### config.mk
export PLATFORM = sky130hd
export DESIGN_NAME = mbus_bridge
export DESIGN_NICKNAME = d
export VERILOG_FILES = /design/src/hw/bridge_pkg.sv /design/src/hw/mbus_pkg.sv /design/src/hw/reqack_slice.sv /design/src/hw/tx_frame_packer.sv /design/src/hw/rx_word_serializer.sv /design/src/hw/reply_merger.sv /design/src/hw/mbus_bridge.sv
export SDC_FILE = /design/constraint.sdc
export NUM_CORES = 1
export LEC_CHECK = 0
export BUFFER_PORTS_ARGS = -buffer_cell sky130_fd_sc_hd__buf_4
export CORE_MARGIN = 1.5
export CORE_UTILIZATION = 40
export DETAILED_ROUTE_END_ITERATION = 12
export GPL_TIMING_DRIVEN = 1
export PLACE_DENSITY = 0.69
export SLEW_MARGIN = 20
export SYNTH_ARGS = -nofsm -noshare
export SYNTH_HDL_FRONTEND = slang
export SYNTH_SLANG_ARGS = --single-unit
### constraint.sdc
create_clock -name clk -period 4.8 [get_ports clk]
set_input_delay 0 -clock clk [delete_from_list [all_inputs] [get_ports clk]]
set_output_delay 0 -clock clk [all_outputs]
set_load 0.02 [all_outputs]
### src/hw/bridge_pkg.sv
package bridge_pkg;

	// One character on the host channel
	typedef struct packed {
		logic       last;
		logic [7:0] data;
	} host_char_t;

	// First byte of a reply frame
	localparam logic [7:0] ACK_FLAG = 8'h41;
	localparam logic [7:0] NAK_FLAG = 8'h4E;

endpackage

### src/hw/mbus_pkg.sv
package mbus_pkg;

	// pend set means another word of the same message follows
	typedef struct packed {
		logic [31:0] addr;
		logic [31:0] data;
		logic        pend;
	} mbus_tx_word_t;

	typedef struct packed {
		logic [31:0] addr;
		logic [31:0] data;
		logic        pend;
		logic        bcast;
		logic        fail;
	} mbus_rx_word_t;

	// Transmit outcome with succ clear on failure
	typedef struct packed {
		logic succ;
	} tx_result_t;

endpackage

### src/hw/reqack_slice.sv
`timescale 1ns/10ps

module reqack_slice #(
	parameter type payload_t = logic [7:0]
) (
	input  logic     clk,
	input  logic     rst,
	input  logic     in_req,
	output logic     in_ack,
	input  payload_t in_data,
	output logic     out_req,
	input  logic     out_ack,
	output payload_t out_data
);
	logic full;
	logic take;

	// Capture only into an empty buffer and after the previous ack has dropped
	assign take = in_req && !in_ack && !full;

	always_ff @(posedge clk or posedge rst) begin
		if (rst) begin
			in_ack <= 1'b0;
			out_req <= 1'b0;
			full <= 1'b0;
		end else begin
			if (take)
				in_ack <= 1'b1;
			else if (in_ack && !in_req)
				in_ack <= 1'b0;

			if (take)
				full <= 1'b1;
			else if (out_req && out_ack)
				full <= 1'b0;

			// Next req waits for the receiver to release ack
			if (out_req && out_ack)
				out_req <= 1'b0;
			else if (full && !out_req && !out_ack)
				out_req <= 1'b1;
		end
	end

	always_ff @(posedge clk) begin
		if (take)
			out_data <= in_data;
	end

endmodule

### src/hw/tx_frame_packer.sv
`timescale 1ns/10ps

module tx_frame_packer (
	input  logic                    clk,
	input  logic                    rst,
	input  logic                    in_req,
	output logic                    in_ack,
	input  bridge_pkg::host_char_t  in_char,
	output logic                    word_req,
	input  logic                    word_ack,
	output mbus_pkg::mbus_tx_word_t word,
	input  logic                    result_req,
	output logic                    result_ack,
	input  mbus_pkg::tx_result_t    result,
	output logic                    reply_req,
	input  logic                    reply_ack,
	output logic [7:0]              reply_eid,
	output logic                    reply_succ
);
	typedef enum logic [2:0] {S_EID, S_ADDR, S_DATA, S_WORD, S_RESULT, S_REPLY} state_t;

	state_t      state;
	logic [1:0]  byte_cnt;
	logic [31:0] addr_sr;
	logic [31:0] data_sr;
	logic        pend;
	logic        take;
	logic        take_result;

	// Host bytes are accepted only while parsing
	assign take = in_req && !in_ack &&
		(state == S_EID || state == S_ADDR || state == S_DATA);
	assign take_result = (state == S_RESULT) && result_req && !result_ack;

	assign word.addr = addr_sr;
	assign word.data = data_sr;
	assign word.pend = pend;

	always_ff @(posedge clk or posedge rst) begin
		if (rst) begin
			state <= S_EID;
			byte_cnt <= 2'd0;
			in_ack <= 1'b0;
			word_req <= 1'b0;
			result_ack <= 1'b0;
			reply_req <= 1'b0;
		end else begin
			if (take)
				in_ack <= 1'b1;
			else if (in_ack && !in_req)
				in_ack <= 1'b0;

			if (take_result)
				result_ack <= 1'b1;
			else if (result_ack && !result_req)
				result_ack <= 1'b0;

			case (state)
				S_EID: begin
					if (take)
						state <= S_ADDR;
				end
				S_ADDR, S_DATA: begin
					if (take) begin
						byte_cnt <= byte_cnt + 2'd1;
						// Fourth byte completes the address or a data word
						if (byte_cnt == 2'd3)
							state <= (state == S_ADDR) ? S_DATA : S_WORD;
					end
				end
				S_WORD: begin
					if (word_req && word_ack) begin
						word_req <= 1'b0;
						state <= pend ? S_DATA : S_RESULT;
					end else if (!word_req && !word_ack) begin
						word_req <= 1'b1;
					end
				end
				S_RESULT: begin
					if (take_result)
						state <= S_REPLY;
				end
				default: begin
					if (reply_req && reply_ack) begin
						reply_req <= 1'b0;
						state <= S_EID;
					end else if (!reply_req && !reply_ack) begin
						reply_req <= 1'b1;
					end
				end
			endcase
		end
	end

	always_ff @(posedge clk) begin
		if (take) begin
			case (state)
				S_EID: reply_eid <= in_char.data;
				S_ADDR: addr_sr <= {addr_sr[23:0], in_char.data};
				default: data_sr <= {data_sr[23:0], in_char.data};
			endcase
			if (state == S_DATA && byte_cnt == 2'd3)
				pend <= !in_char.last;
		end
		if (take_result)
			reply_succ <= result.succ;
	end

endmodule

### src/hw/rx_word_serializer.sv
`timescale 1ns/10ps

module rx_word_serializer #(
	parameter logic [7:0] RX_FLAG = 8'h62
) (
	input  logic                    clk,
	input  logic                    rst,
	input  logic                    word_req,
	output logic                    word_ack,
	input  mbus_pkg::mbus_rx_word_t word,
	output logic                    chr_req,
	input  logic                    chr_ack,
	output bridge_pkg::host_char_t  chr
);
	typedef enum logic [2:0] {S_IDLE, S_FLAG, S_SEQ, S_DATA, S_NEXT, S_STATUS} state_t;

	state_t                 state;
	logic [63:0]            sr;
	logic [2:0]             cnt;
	logic [1:0]             status;
	logic                   pend;
	logic [7:0]             seq;
	logic                   take;
	logic                   sending;
	logic                   send;
	logic                   done;
	bridge_pkg::host_char_t chr_next;

	assign take = word_req && !word_ack && (state == S_IDLE || state == S_NEXT);
	assign sending = state inside {S_FLAG, S_SEQ, S_DATA, S_STATUS};
	assign send = sending && !chr_req && !chr_ack;
	assign done = chr_req && chr_ack;

	always_comb begin
		chr_next.last = 1'b0;
		case (state)
			S_FLAG: chr_next.data = RX_FLAG;
			S_SEQ: chr_next.data = seq;
			S_STATUS: begin
				// bit 1 any fail, bit 0 any bcast
				chr_next.data = {6'd0, status};
				chr_next.last = 1'b1;
			end
			default: chr_next.data = sr[63:56];
		endcase
	end

	always_ff @(posedge clk or posedge rst) begin
		if (rst) begin
			state <= S_IDLE;
			word_ack <= 1'b0;
			chr_req <= 1'b0;
			cnt <= 3'd0;
			seq <= 8'd0;
		end else begin
			if (take)
				word_ack <= 1'b1;
			else if (word_ack && !word_req)
				word_ack <= 1'b0;

			if (send)
				chr_req <= 1'b1;
			else if (done)
				chr_req <= 1'b0;

			if (take) begin
				// First word sends address and data, chained words data only
				cnt <= (state == S_IDLE) ? 3'd7 : 3'd3;
				state <= (state == S_IDLE) ? S_FLAG : S_DATA;
			end else if (done) begin
				case (state)
					S_FLAG: state <= S_SEQ;
					S_SEQ: state <= S_DATA;
					S_DATA: begin
						cnt <= cnt - 3'd1;
						if (cnt == 3'd0)
							state <= pend ? S_NEXT : S_STATUS;
					end
					default: begin
						seq <= seq + 8'd1;
						state <= S_IDLE;
					end
				endcase
			end
		end
	end

	always_ff @(posedge clk) begin
		if (take) begin
			pend <= word.pend;
			if (state == S_IDLE) begin
				sr <= {word.addr, word.data};
				status <= {word.fail, word.bcast};
			end else begin
				sr <= {word.data, 32'd0};
				status <= status | {word.fail, word.bcast};
			end
		end else if (done && state == S_DATA) begin
			sr <= {sr[55:0], 8'd0};
		end
		if (send)
			chr <= chr_next;
	end

endmodule

### src/hw/reply_merger.sv
`timescale 1ns/10ps

module reply_merger (
	input  logic                   clk,
	input  logic                   rst,
	input  logic                   reply_req,
	output logic                   reply_ack,
	input  logic [7:0]             reply_eid,
	input  logic                   reply_succ,
	input  logic                   rx_req,
	output logic                   rx_ack,
	input  bridge_pkg::host_char_t rx_chr,
	output logic                   out_req,
	input  logic                   out_ack,
	output bridge_pkg::host_char_t out_chr
);
	logic                   rep_valid;
	logic                   rep_idx;
	logic [7:0]             eid_q;
	logic                   succ_q;
	logic                   busy;
	logic                   sel;
	logic                   prio;
	logic                   take_rep;
	logic                   can_send;
	logic                   load_rep;
	logic                   load_rx;
	bridge_pkg::host_char_t rep_chr;

	assign take_rep = reply_req && !reply_ack && !rep_valid;
	assign can_send = busy && !out_req && !out_ack;
	// sel 0 is the reply source, 1 the receive source
	assign load_rep = can_send && !sel && rep_valid;
	assign load_rx = can_send && sel && rx_req && !rx_ack;

	assign rep_chr.data = rep_idx ? eid_q :
		(succ_q ? bridge_pkg::ACK_FLAG : bridge_pkg::NAK_FLAG);
	assign rep_chr.last = rep_idx;

	always_ff @(posedge clk or posedge rst) begin
		if (rst) begin
			reply_ack <= 1'b0;
			rx_ack <= 1'b0;
			out_req <= 1'b0;
			rep_valid <= 1'b0;
			rep_idx <= 1'b0;
			busy <= 1'b0;
			sel <= 1'b0;
			prio <= 1'b0;
		end else begin
			if (take_rep)
				reply_ack <= 1'b1;
			else if (reply_ack && !reply_req)
				reply_ack <= 1'b0;

			if (load_rx)
				rx_ack <= 1'b1;
			else if (rx_ack && !rx_req)
				rx_ack <= 1'b0;

			if (take_rep)
				rep_valid <= 1'b1;

			// Grant changes only between frames
			if (!busy) begin
				if (rep_valid && (!rx_req || !prio)) begin
					busy <= 1'b1;
					sel <= 1'b0;
				end else if (rx_req) begin
					busy <= 1'b1;
					sel <= 1'b1;
				end
			end

			if (load_rep || load_rx) begin
				out_req <= 1'b1;
			end else if (out_req && out_ack) begin
				out_req <= 1'b0;
				if (!sel) begin
					rep_idx <= !rep_idx;
					if (rep_idx)
						rep_valid <= 1'b0;
				end
				if (out_chr.last) begin
					busy <= 1'b0;
					prio <= !sel;
				end
			end
		end
	end

	always_ff @(posedge clk) begin
		if (take_rep) begin
			eid_q <= reply_eid;
			succ_q <= reply_succ;
		end
		if (load_rep)
			out_chr <= rep_chr;
		else if (load_rx)
			out_chr <= rx_chr;
	end

endmodule

### src/hw/mbus_bridge.sv
`timescale 1ns/10ps

module mbus_bridge #(
	parameter logic [7:0] RX_FLAG = 8'h62
) (
	input  logic                    clk,
	input  logic                    rst,
	input  logic                    host_in_req,
	output logic                    host_in_ack,
	input  bridge_pkg::host_char_t  host_in,
	output logic                    host_out_req,
	input  logic                    host_out_ack,
	output bridge_pkg::host_char_t  host_out,
	output logic                    mbus_tx_req,
	input  logic                    mbus_tx_ack,
	output mbus_pkg::mbus_tx_word_t mbus_tx,
	input  logic                    mbus_result_req,
	output logic                    mbus_result_ack,
	input  mbus_pkg::tx_result_t    mbus_result,
	input  logic                    mbus_rx_req,
	output logic                    mbus_rx_ack,
	input  mbus_pkg::mbus_rx_word_t mbus_rx
);
	logic                    word_req;
	logic                    word_ack;
	mbus_pkg::mbus_tx_word_t word;
	logic                    reply_req;
	logic                    reply_ack;
	logic [7:0]              reply_eid;
	logic                    reply_succ;
	logic                    rx_req;
	logic                    rx_ack;
	bridge_pkg::host_char_t  rx_chr;
	logic                    out_req;
	logic                    out_ack;
	bridge_pkg::host_char_t  out_chr;

	tx_frame_packer tx_frame_packer_i (
		.clk(clk), .rst(rst),
		.in_req(host_in_req), .in_ack(host_in_ack), .in_char(host_in),
		.word_req(word_req), .word_ack(word_ack), .word(word),
		.result_req(mbus_result_req), .result_ack(mbus_result_ack), .result(mbus_result),
		.reply_req(reply_req), .reply_ack(reply_ack),
		.reply_eid(reply_eid), .reply_succ(reply_succ)
	);

	reqack_slice #(.payload_t(mbus_pkg::mbus_tx_word_t)) tx_slice_i (
		.clk(clk), .rst(rst),
		.in_req(word_req), .in_ack(word_ack), .in_data(word),
		.out_req(mbus_tx_req), .out_ack(mbus_tx_ack), .out_data(mbus_tx)
	);

	rx_word_serializer #(.RX_FLAG(RX_FLAG)) rx_word_serializer_i (
		.clk(clk), .rst(rst),
		.word_req(mbus_rx_req), .word_ack(mbus_rx_ack), .word(mbus_rx),
		.chr_req(rx_req), .chr_ack(rx_ack), .chr(rx_chr)
	);

	reply_merger reply_merger_i (
		.clk(clk), .rst(rst),
		.reply_req(reply_req), .reply_ack(reply_ack),
		.reply_eid(reply_eid), .reply_succ(reply_succ),
		.rx_req(rx_req), .rx_ack(rx_ack), .rx_chr(rx_chr),
		.out_req(out_req), .out_ack(out_ack), .out_chr(out_chr)
	);

	reqack_slice #(.payload_t(bridge_pkg::host_char_t)) out_slice_i (
		.clk(clk), .rst(rst),
		.in_req(out_req), .in_ack(out_ack), .in_data(out_chr),
		.out_req(host_out_req), .out_ack(host_out_ack), .out_data(host_out)
	);

endmodule

After elaboration in Yosys (flattened, before gate mapping)
Cells that the tools add are included.

word-level totals
  flip-flop bits (word level) = 281
  bits in latches = 0
  bits in writable memories = 0
  ROM bits = 0
  input port bits = 84
  output and inout port bits = 79
  logic and storage cells = 259
  memories kept = 0

operators by class
  $add $sub $neg = 3
  multipliers = 0
  div/mod/pow operators = 0
  $lt $le $gt $ge = 0
  eq/ne operators = 16
  shift operators = 0
  muxes and demuxes = 72
  bitwise gates (word level) = 8
  reduce and logical (&&, ||, !) cells = 116

operators with widths
  cell                 count
  $mux 64              3
  $mux 1               46
  $logic_and 1x1->1    43
  $mux 3               14
  $reduce_bool 2->1    20
  $logic_not 1->1      25
  $pmux 8 s3           1
  $reduce_and 2->1     10
  $mux 9               2
  $eq 3x2->1 const B   4
  $pmux 3 s4           1
  $ne 2x1->1 const B   5
  $eq 3x3->1 const B   3
  $logic_not 3->1      3
  $pmux 3 s3           1
  $reduce_and 3->1     3
  $add 8x1->8 const B  1
  $mux 8               1
  $not 1->1            7
  $eq 3x1->1 const B   2
  $reduce_and 6->1     1
  $logic_or 1x1->1     5
  $reduce_bool 5->1    1
  $reduce_or 5->1      1
  10 further kinds     12

Longest topological paths before layout
Gate-level depths: netlist (run 1).

  word-level depth = 9
  gate-level depth with buffers = 7
  gate-level depth less buffers = 6

Cells and area by module
Synthesis (run 1) repeated with hierarchy kept, for this count alone.

unflattened totals
  cells, all modules = 693
  area, all modules = 10825.4 sq um

by module, submodules not included
  module                       times used  cells each  area an instance (sq um)
  rx_word_serializer           1           390         4443.0
  tx_frame_packer              1           131         2815.2
  reqack_slice at tx_slice_i   1           76          2073.2
  reply_merger                 1           76          1102.3
  reqack_slice at out_slice_i  1           20          391.6

Worst setup path before layout (run 1)
No wires, ideal clock.

  kind = register to register
  from = register tx_slice_i.in_ack
  to = register tx_slice_i.out_data[0] in the netlist's numbering (enable)
  setup time = 497 ps
  data arrival time = 3538 ps
  data required time = 4303 ps
  slack = 764 ps
  stages on the path, launching flop included = 4
  period minus slack after synthesis = 4036 ps
  cells stage by stage = dfrtp_1 > inv_1 > ha_1 > nor2b_1

on the way
  cells in the longest elaborated chain, start to end = 3

ends and longest elaborated chain
  element                         line                RTL
  start, declared                 reqack_slice.sv:9   output logic in_ack,
  start signal, assigned          reqack_slice.sv:23  in_ack <= 1'b0;
  start signal, assigned          reqack_slice.sv:28  in_ack <= 1'b1;
  start signal, assigned          reqack_slice.sv:30  in_ack <= 1'b0;
  $logic_not 1->1                 reqack_slice.sv:19  assign take = in_req && !in_ack && !full;
  $logic_and 1x1->1 (2 in a row)  reqack_slice.sv:19
  named net tx_slice_i.take       reqack_slice.sv:16  logic take;
  end signal, assigned            reqack_slice.sv:47  out_data <= in_data;
  end, declared                   reqack_slice.sv:13  output payload_t out_data

The timed path passes the listed nets, and every way through them passes these cells.
A chain may end at the register's enable or synchronous reset.

Worst setup path after layout (run 1)
  from = register rx_word_serializer_i.state[0]
  to = register rx_word_serializer_i.sr[31] (enable)

on the way
  cells in the longest elaborated chain, start to end = 4
  elaborated cells between the ends (all ways) = 7
  those cells by class = 2 x eq/ne; 5 x reduce/logical

ends and longest elaborated chain
  element                                               line                      RTL
  start, declared                                       rx_word_serializer.sv:17  state_t state;
  start signal, assigned                                rx_word_serializer.sv:69  state <= (state == S_IDLE) ? S_FLAG : S_DATA;
  start signal, assigned                                rx_word_serializer.sv:77  state <= pend ? S_NEXT : S_STATUS;
  $eq 3x3->1 / $logic_not 3->1 (equally long branches)  rx_word_serializer.sv:29  assign take = word_req && !word_ack && (state == S_IDLE || state == S_NEXT);
  $logic_or 1x1->1                                      rx_word_serializer.sv:29
  $logic_and 1x1->1                                     rx_word_serializer.sv:29
  $reduce_bool 2->1 (no line) (*)                       -
  end signal, assigned                                  rx_word_serializer.sv:92  sr <= {word.addr, word.data};
  end signal, assigned                                  rx_word_serializer.sv:95  sr <= {word.data, 32'd0};
  end signal, assigned                                  rx_word_serializer.sv:99  sr <= {sr[55:0], 8'd0};
  end, declared                                         rx_word_serializer.sv:18  logic [63:0] sr;

Every way passes the cells marked *; elsewhere a longest branch is shown, timed or not.

==> impl_metrics.toml, run 1 <==
[outcome]
status = "complete, no violations"

[worst_setup_path]
cp-end-kind = "register"
cp.required_ns = 4.97
reg2reg_setup_slack_ns = 1.73
cp_max_fo = 97
critPathKind = "register to register"
cp-start-kind = "register"
arrival_ns = 3.24

[synthesis]
ys.flop_type = "edfxtp_1"
synth_top_area_frac = 0.673
synth-edff-count = 242
ys_seq_area_frac = 0.763
synth_nets = 803
synth_top_area_cell = "edfxtp_1"
synth_area_mm2 = 0.0108
synth_cells = 709
synthTopCellsByArea = "edfxtp_1 (67%), dfrtp_1 (9.0%), nand2_1 (4.1%)"
syn_area_per_cell_um2 = 15.2
synth.distinct_cells = 49
yosysWarningCount = 0
ys_ff_latch = 281
async_flop_share = 0.139

[timing]
finalSetupTns_ns = 0
fin_worst_skew_ns = 0.0175
slew_headroom = 0.350
setup_viol = 0
hold_viol = 0
rsz0062_at_grt = "false"
fin_crit_ns = 3.07
fmax_mhz = 326
fin_crit_sh = 0.640
drv_slew = 0
worstMarginPinSlew_ns = 0.974
whs_ns = 0.144

[grt]
grtUsageTotal = 0.150
antenna_found_initial = 0
grt_max_degree = 98
grt-ovfl-total = 0
grt_pass1_vias = 6355
grt_pass1_wl_mm = 33.5

[clocking]
cts-root-buf = "clkbuf_16"
clkTransAtPathRegs_ns = 0.06
cts_setup_buffers = 0
cts_htree_levels = 1
clock_tree.buffer_depth = 3
cts_tree = "built"
cts_sinks = 281
clk_latency_ns = 0.55
cts_buffers = 29

[routing]
drtPass1Iterations = 5
via_count = 6399
first_iter_violations = 530
drc = 0
drtAntennaViolNets = 0
wl_per_cell_um = 16.0
routed_wirelength_mm = 21.1
vias_per_cell = 4.86

[place]
dp_hpwl_mm = 13.3
io_buffers = 162
place_congestion = 0.796

[die]
die_width_um = 167
initial_core_util = 0.411
std_cell_rows = 59
dieArea_mm2 = 0.0280
core_area_mm2 = 0.0263
io_pins = 163
die_h_um = 167

[power]
irDropWorstVdd_mv = 0.254
pwr_density_cell_mw_per_mm2 = 465
p_leak_uw = 0.00545

[flow_run]
maxCapViolCount = 0

[final_layout]
areaGrowthSynthToFinish_pct = 30.8
drive_above_1_share = 0.232
nets = 1053
antenna_cells = 0

[hold_path]
min_path_type = "input port to asynchronous set/reset pin"
==> routing by layer <==
layer | share of wire | wire (µm) | track usage
met5 | 0 | 0 | 0
met4 | 0.024 | 511 | 0.0431
met3 | 0.065 | 1380 | 0.0321
met2 | 0.46 | 9640 | 0.242
met1 | 0.45 | 9600 | 0.204
==> area by class of cell <==
class	count	area, µm²
Multi-Input combinational cell	375	2300
Clock buffer	33	741
Fill cell	2072	12100
Timing Repair Buffer	253	2110
Sequential cell	281	8240
Tap cell	335	419
Clock inverter	21	248
Inverter	19	72.6
==> worst max-delay path, stage by stage (launching register included) <==
cell and delay [ns]:
dfrtp_1 0.58, or4b_4 0.97, nand2_2 0.52, buf_4 0.58
==> through the flow <==
step | utilization | area (µm²) | setup WS [ns] | power (µW) | std cells
finish | 0.538 | 14100 | 1.73 | 6570 | 1317
global route | 0.538 | 14100 | 1.56 | 6850 | 1317
CTS | 0.537 | 14100 | 1.72 | 6630 | 1317
detailed placement | 0.468 | 12300 | 1.73 | 4280 | 1180
global placement | 0.468 | 12300 | 1.77 | 4240 | 1180
floorplan | - | 10800 | 0.764 | 3840 | 709
==> repair_timing <==
item                      CTS  global route
hold buffers               83             0
gates resized for setup     0             0
hold endpoints to repair  143             0
==> flip-flops by register name, summed over array words and instances (netlist names), 2 cells and up <==
| name | count |
|---|---|
| tx_slice_i.out_data | 65 |
| rx_word_serializer_i.sr | 64 |
| tx_frame_packer_i.addr_sr | 32 |
| tx_frame_packer_i.data_sr | 32 |
| out_slice_i.out_data | 9 |
| reply_merger_i.out_chr | 9 |
| rx_word_serializer_i.chr | 9 |
| reply_merger_i.eid_q | 8 |
| rx_word_serializer_i.seq | 8 |
| tx_frame_packer_i.reply_eid | 8 |
| rx_word_serializer_i.cnt | 3 |
| rx_word_serializer_i.state | 3 |
| tx_frame_packer_i.state | 3 |
| rx_word_serializer_i.status | 2 |
| tx_frame_packer_i.byte_cnt | 2 |
==> report_power, final <==
part | internal, µW | total [µW] | leakage [µW] | switching [µW]
clock network | 1380 | 2300 | 0.000479 | 913
logic | 419 | 1010 | 0.00232 | 593
registers | 3080 | 3260 | 0.00265 | 187
==> cell usage in the layout (no fill, tap or decap), types with 9 or more instances in the layout <==
cell type,n
a22oi_1,9
and2_1,10
buf_4,170
clkbuf_16,29
dfrtp_1,39
dlygate4sd3_1,83
edfxtp_1,242
ha_1,10
inv_1,18
mux2i_1,33
nand2_1,117
nand3b_1,25
nor2_1,22
o21ai_0,20
o21ai_1,31
==> synthesized netlist by cell type (6+ instances only) <==
master / instances
buf_6: 9
edfxtp_1: 242
inv_1: 18
a22oi_1: 9
nand3b_1: 25
nor3_1: 7
xor2_1: 6
and2_1: 10
mux2i_1: 33
nor2_1: 22
nand2_1: 118
a21oi_1: 7
nand3_1: 6
clkbuf_1: 16
ha_1: 10
o21ai_0: 20
o21ai_1: 31
dfrtp_1: 39
==> logic make-up (layout without fill, tap and decap cells) <==
logic type,count (synthesis),in the layout,synth area share
compound gates,102,102,0.0577
xor+xnor,11,11,0.00892
fa+ha+maj,10,10,0.0116
buf+inv,53,326,0.0268
flops,281,281,0.763
mux,37,37,0.0348
simple gates,215,215,0.0972
==> final timing paths <==
path	from	end	depth (start not counted)
max in group asynchronous	rst	rx_word_serializer_i.seq[4]	4
worst max register to register	rx_word_serializer_i.state[0]	rx_word_serializer_i.sr[31]	3
worst min-delay path	rst	out_slice_i.full	4
min in group clk	host_out_ack	out_slice_i.out_req	3
worst min register to register	tx_frame_packer_i.data_sr[29]	tx_slice_i.out_data[30]	0
worst max-delay path	rx_word_serializer_i.state[0]	rx_word_serializer_i.sr[31]	3
Note: power is estimated with default switching activity, not from simulation.
==> run 2, diff against run 1 <==
--- a/config.mk
+++ b/config.mk
@@ -10,7 +10,7 @@
 export CORE_UTILIZATION = 40
 export DETAILED_ROUTE_END_ITERATION = 12
 export GPL_TIMING_DRIVEN = 1
-export PLACE_DENSITY = 0.69
+export PLACE_DENSITY = 0.72
 export SLEW_MARGIN = 20
 export SYNTH_ARGS = -nofsm -noshare
 export SYNTH_HDL_FRONTEND = slang
==> constraint.sdc (replaced) <==
create_clock -name clk -period 2.5 [get_ports clk]
set_input_delay 0 -clock clk [delete_from_list [all_inputs] [get_ports clk]]
set_output_delay 0 -clock clk [all_outputs]
set_load 0.02 [all_outputs]
==> impl_metrics.toml, run 2 (same netlist as run 1, synthesis figures left out) <==
[grt]
use_met1 = 0.220
grt_pass1_wl_mm = 34.9
grt_pass1_vias = 6581
grt_max_degree = 67
grt-ovfl-total = 0
use_met2 = 0.251
grt-busiest-layer = "met2"
antenna_found_initial = 0
grtUsageTotal = 0.155
use_met3 = 0.0288

[timing]
fin_crit_sh = 0.797
hold_viol = 0
fin_crit_ns = 1.99
drv_slew = 0
worstMarginPinSlew_ns = 0.976
finalSetupTns_ns = 0
whs_ns = 0.161
fmax_mhz = 502
setup_viol = 0
fin_worst_skew_ns = 0.0147
rsz0062_at_grt = "false"
slew_headroom = 0.349

[die]
dieArea_mm2 = 0.0280
core_area_mm2 = 0.0263
die_width_um = 167
std_cell_rows = 59
io_pins = 163
initial_core_util = 0.411
die_h_um = 167

[place]
io_buffers = 162
place_congestion = 0.795
place_area_mm2 = 0.0124
dp_hpwl_mm = 13.5

[clocking]
clk_latency_ns = 0.55
clock_tree.buffer_depth = 3
cts_sinks = 281
cts_setup_buffers = 0
cts_htree_levels = 1
clkTransAtPathRegs_ns = 0.06
cts_tree = "built"
cts_buffers = 28
cts-root-buf = "clkbuf_16"

[power]
irDropWorstVdd_mv = 0.376
clock_power_share = 0.338
pwr_density_cell_mw_per_mm2 = 880
combPwrFrac = 0.162
p_leak_uw = 0.00549
seq_power_share = 0.500
total_power_uw = 12500
sw_frac_of_total = 0.260
p_sw_uw = 3240
p_int_uw = 9250

[routing]
drc = 0
drtAntennaViolNets = 0
first_iter_violations = 638
vias_per_cell = 4.98
wl_per_cell_um = 16.4
routed_wirelength_mm = 21.7
drtPass1Iterations = 5
via_count = 6596

[worst_setup_path]
arrival_ns = 2.40
worstPathCellList = "or4b_4, buf_4, nor2_8, and2_1"
critPathSlowestCell = "or4b_4"
cp.required_ns = 2.91
cp-start-kind = "register"
cp-end-kind = "register"
worst_r2r_path_depth = 4
cp_max_fo = 58
critPathMaxStageDelay_ns = 0.62
critPathKind = "register to register"

[final_layout]
largest_register_ffs = 65
final_cell_area_mm2 = 0.0142
largest-register = "tx_slice_i.out_data"
largestRegisters = "tx_slice_i.out_data (65), rx_word_serializer_i.sr (64)"
final_common_cell = "edfxtp_1"
regArea_mm2 = 0.00824
fill_cells = 2073
nets = 1062
drive_above_1_share = 0.239
final_cell_mix = "edfxtp_1 (242), buf_4 (177), nand2_1 (117)"
multi_input_area_mm2 = 0.00230
final_util = 0.540
antenna_cells = 0
areaGrowthSynthToFinish_pct = 31.5

[hold_path]
hold_depth = 3
min_path_type = "input port to register"

[outcome]
status = "complete, no violations"

[flow_run]
maxCapViolCount = 0
-- run 2: cell count changes in the layout (fill, tap and decap cells not counted), moves of 2 or more --
cell / change
clkbuf_1: +2
buf_12: +3
clkbuf_8: +4
buf_4: +7
bufinv_16: -2
clkinv_1: -3
clkinvlp_4: -2
-- run 2: what timing repair did --
item                                    4_1_cts  5_1_grt
endpoints found under the hold margin       129        0
endpoints found under the setup margin        0        0
resized for setup                             0        0
hold buffers                                 83        0
-- run 2: power by group through the flow --
stage	Clock [µW]	Combinational [µW]	Sequential (µW)
finish	4230	2020	6250
global route	4500	2220	6330
CTS	4310	2040	6250
detailed placement	0	1930	6350
global placement	0	1870	6310
floorplan	0	807	6560
-- run 2: layout make-up --
class	count	area share
repair buffers	263	0.156
inverters	19	0.00511
well taps	335	0.0295
multi-input cells	375	0.162
clock inverters	14	0.0122
flip-flops and latches	281	0.580
clock buffers	38	0.0548
-- run 2: per-layer routing --
layer / part of all wire / vias up
met5: 0 / -
met4: 0.016 / 0
met3: 0.074 / 27
met2: 0.47 / 280
met1: 0.44 / 3162
li1: - / 3127
-- run 2: critical path, delay by kind of cell (launching register included) --
kind                   cells  cell delay, ns
flip-flops                 1            0.51
buffers and inverters      1            0.34
AND/OR/NAND/NOR            3            1.00
-- run 2: path summary, 6_finish.rpt --
kind | start | to | slack (ns)
max | rx_word_serializer_i.state[0] | rx_word_serializer_i.sr[1] | 0.51
min | host_out_ack | out_slice_i.out_req | 0.16
max reg2reg | rx_word_serializer_i.state[0] | rx_word_serializer_i.sr[1] | 0.51
min reg2reg | tx_frame_packer_i.reply_eid[7] | reply_merger_i.eid_q[7] | 0.42
max in group asynchronous | rst | tx_frame_packer_i.result_ack | 1.55
min in group asynchronous | rst | out_slice_i.out_req | 0.25
-- run 2: through the flow --
step                worst slack (ns)  std cells
global placement               0.564       1190
floorplan                      0.242        709
detailed placement             0.543       1190
global route                   0.397       1325
CTS                            0.530       1325
finish                         0.507       1325
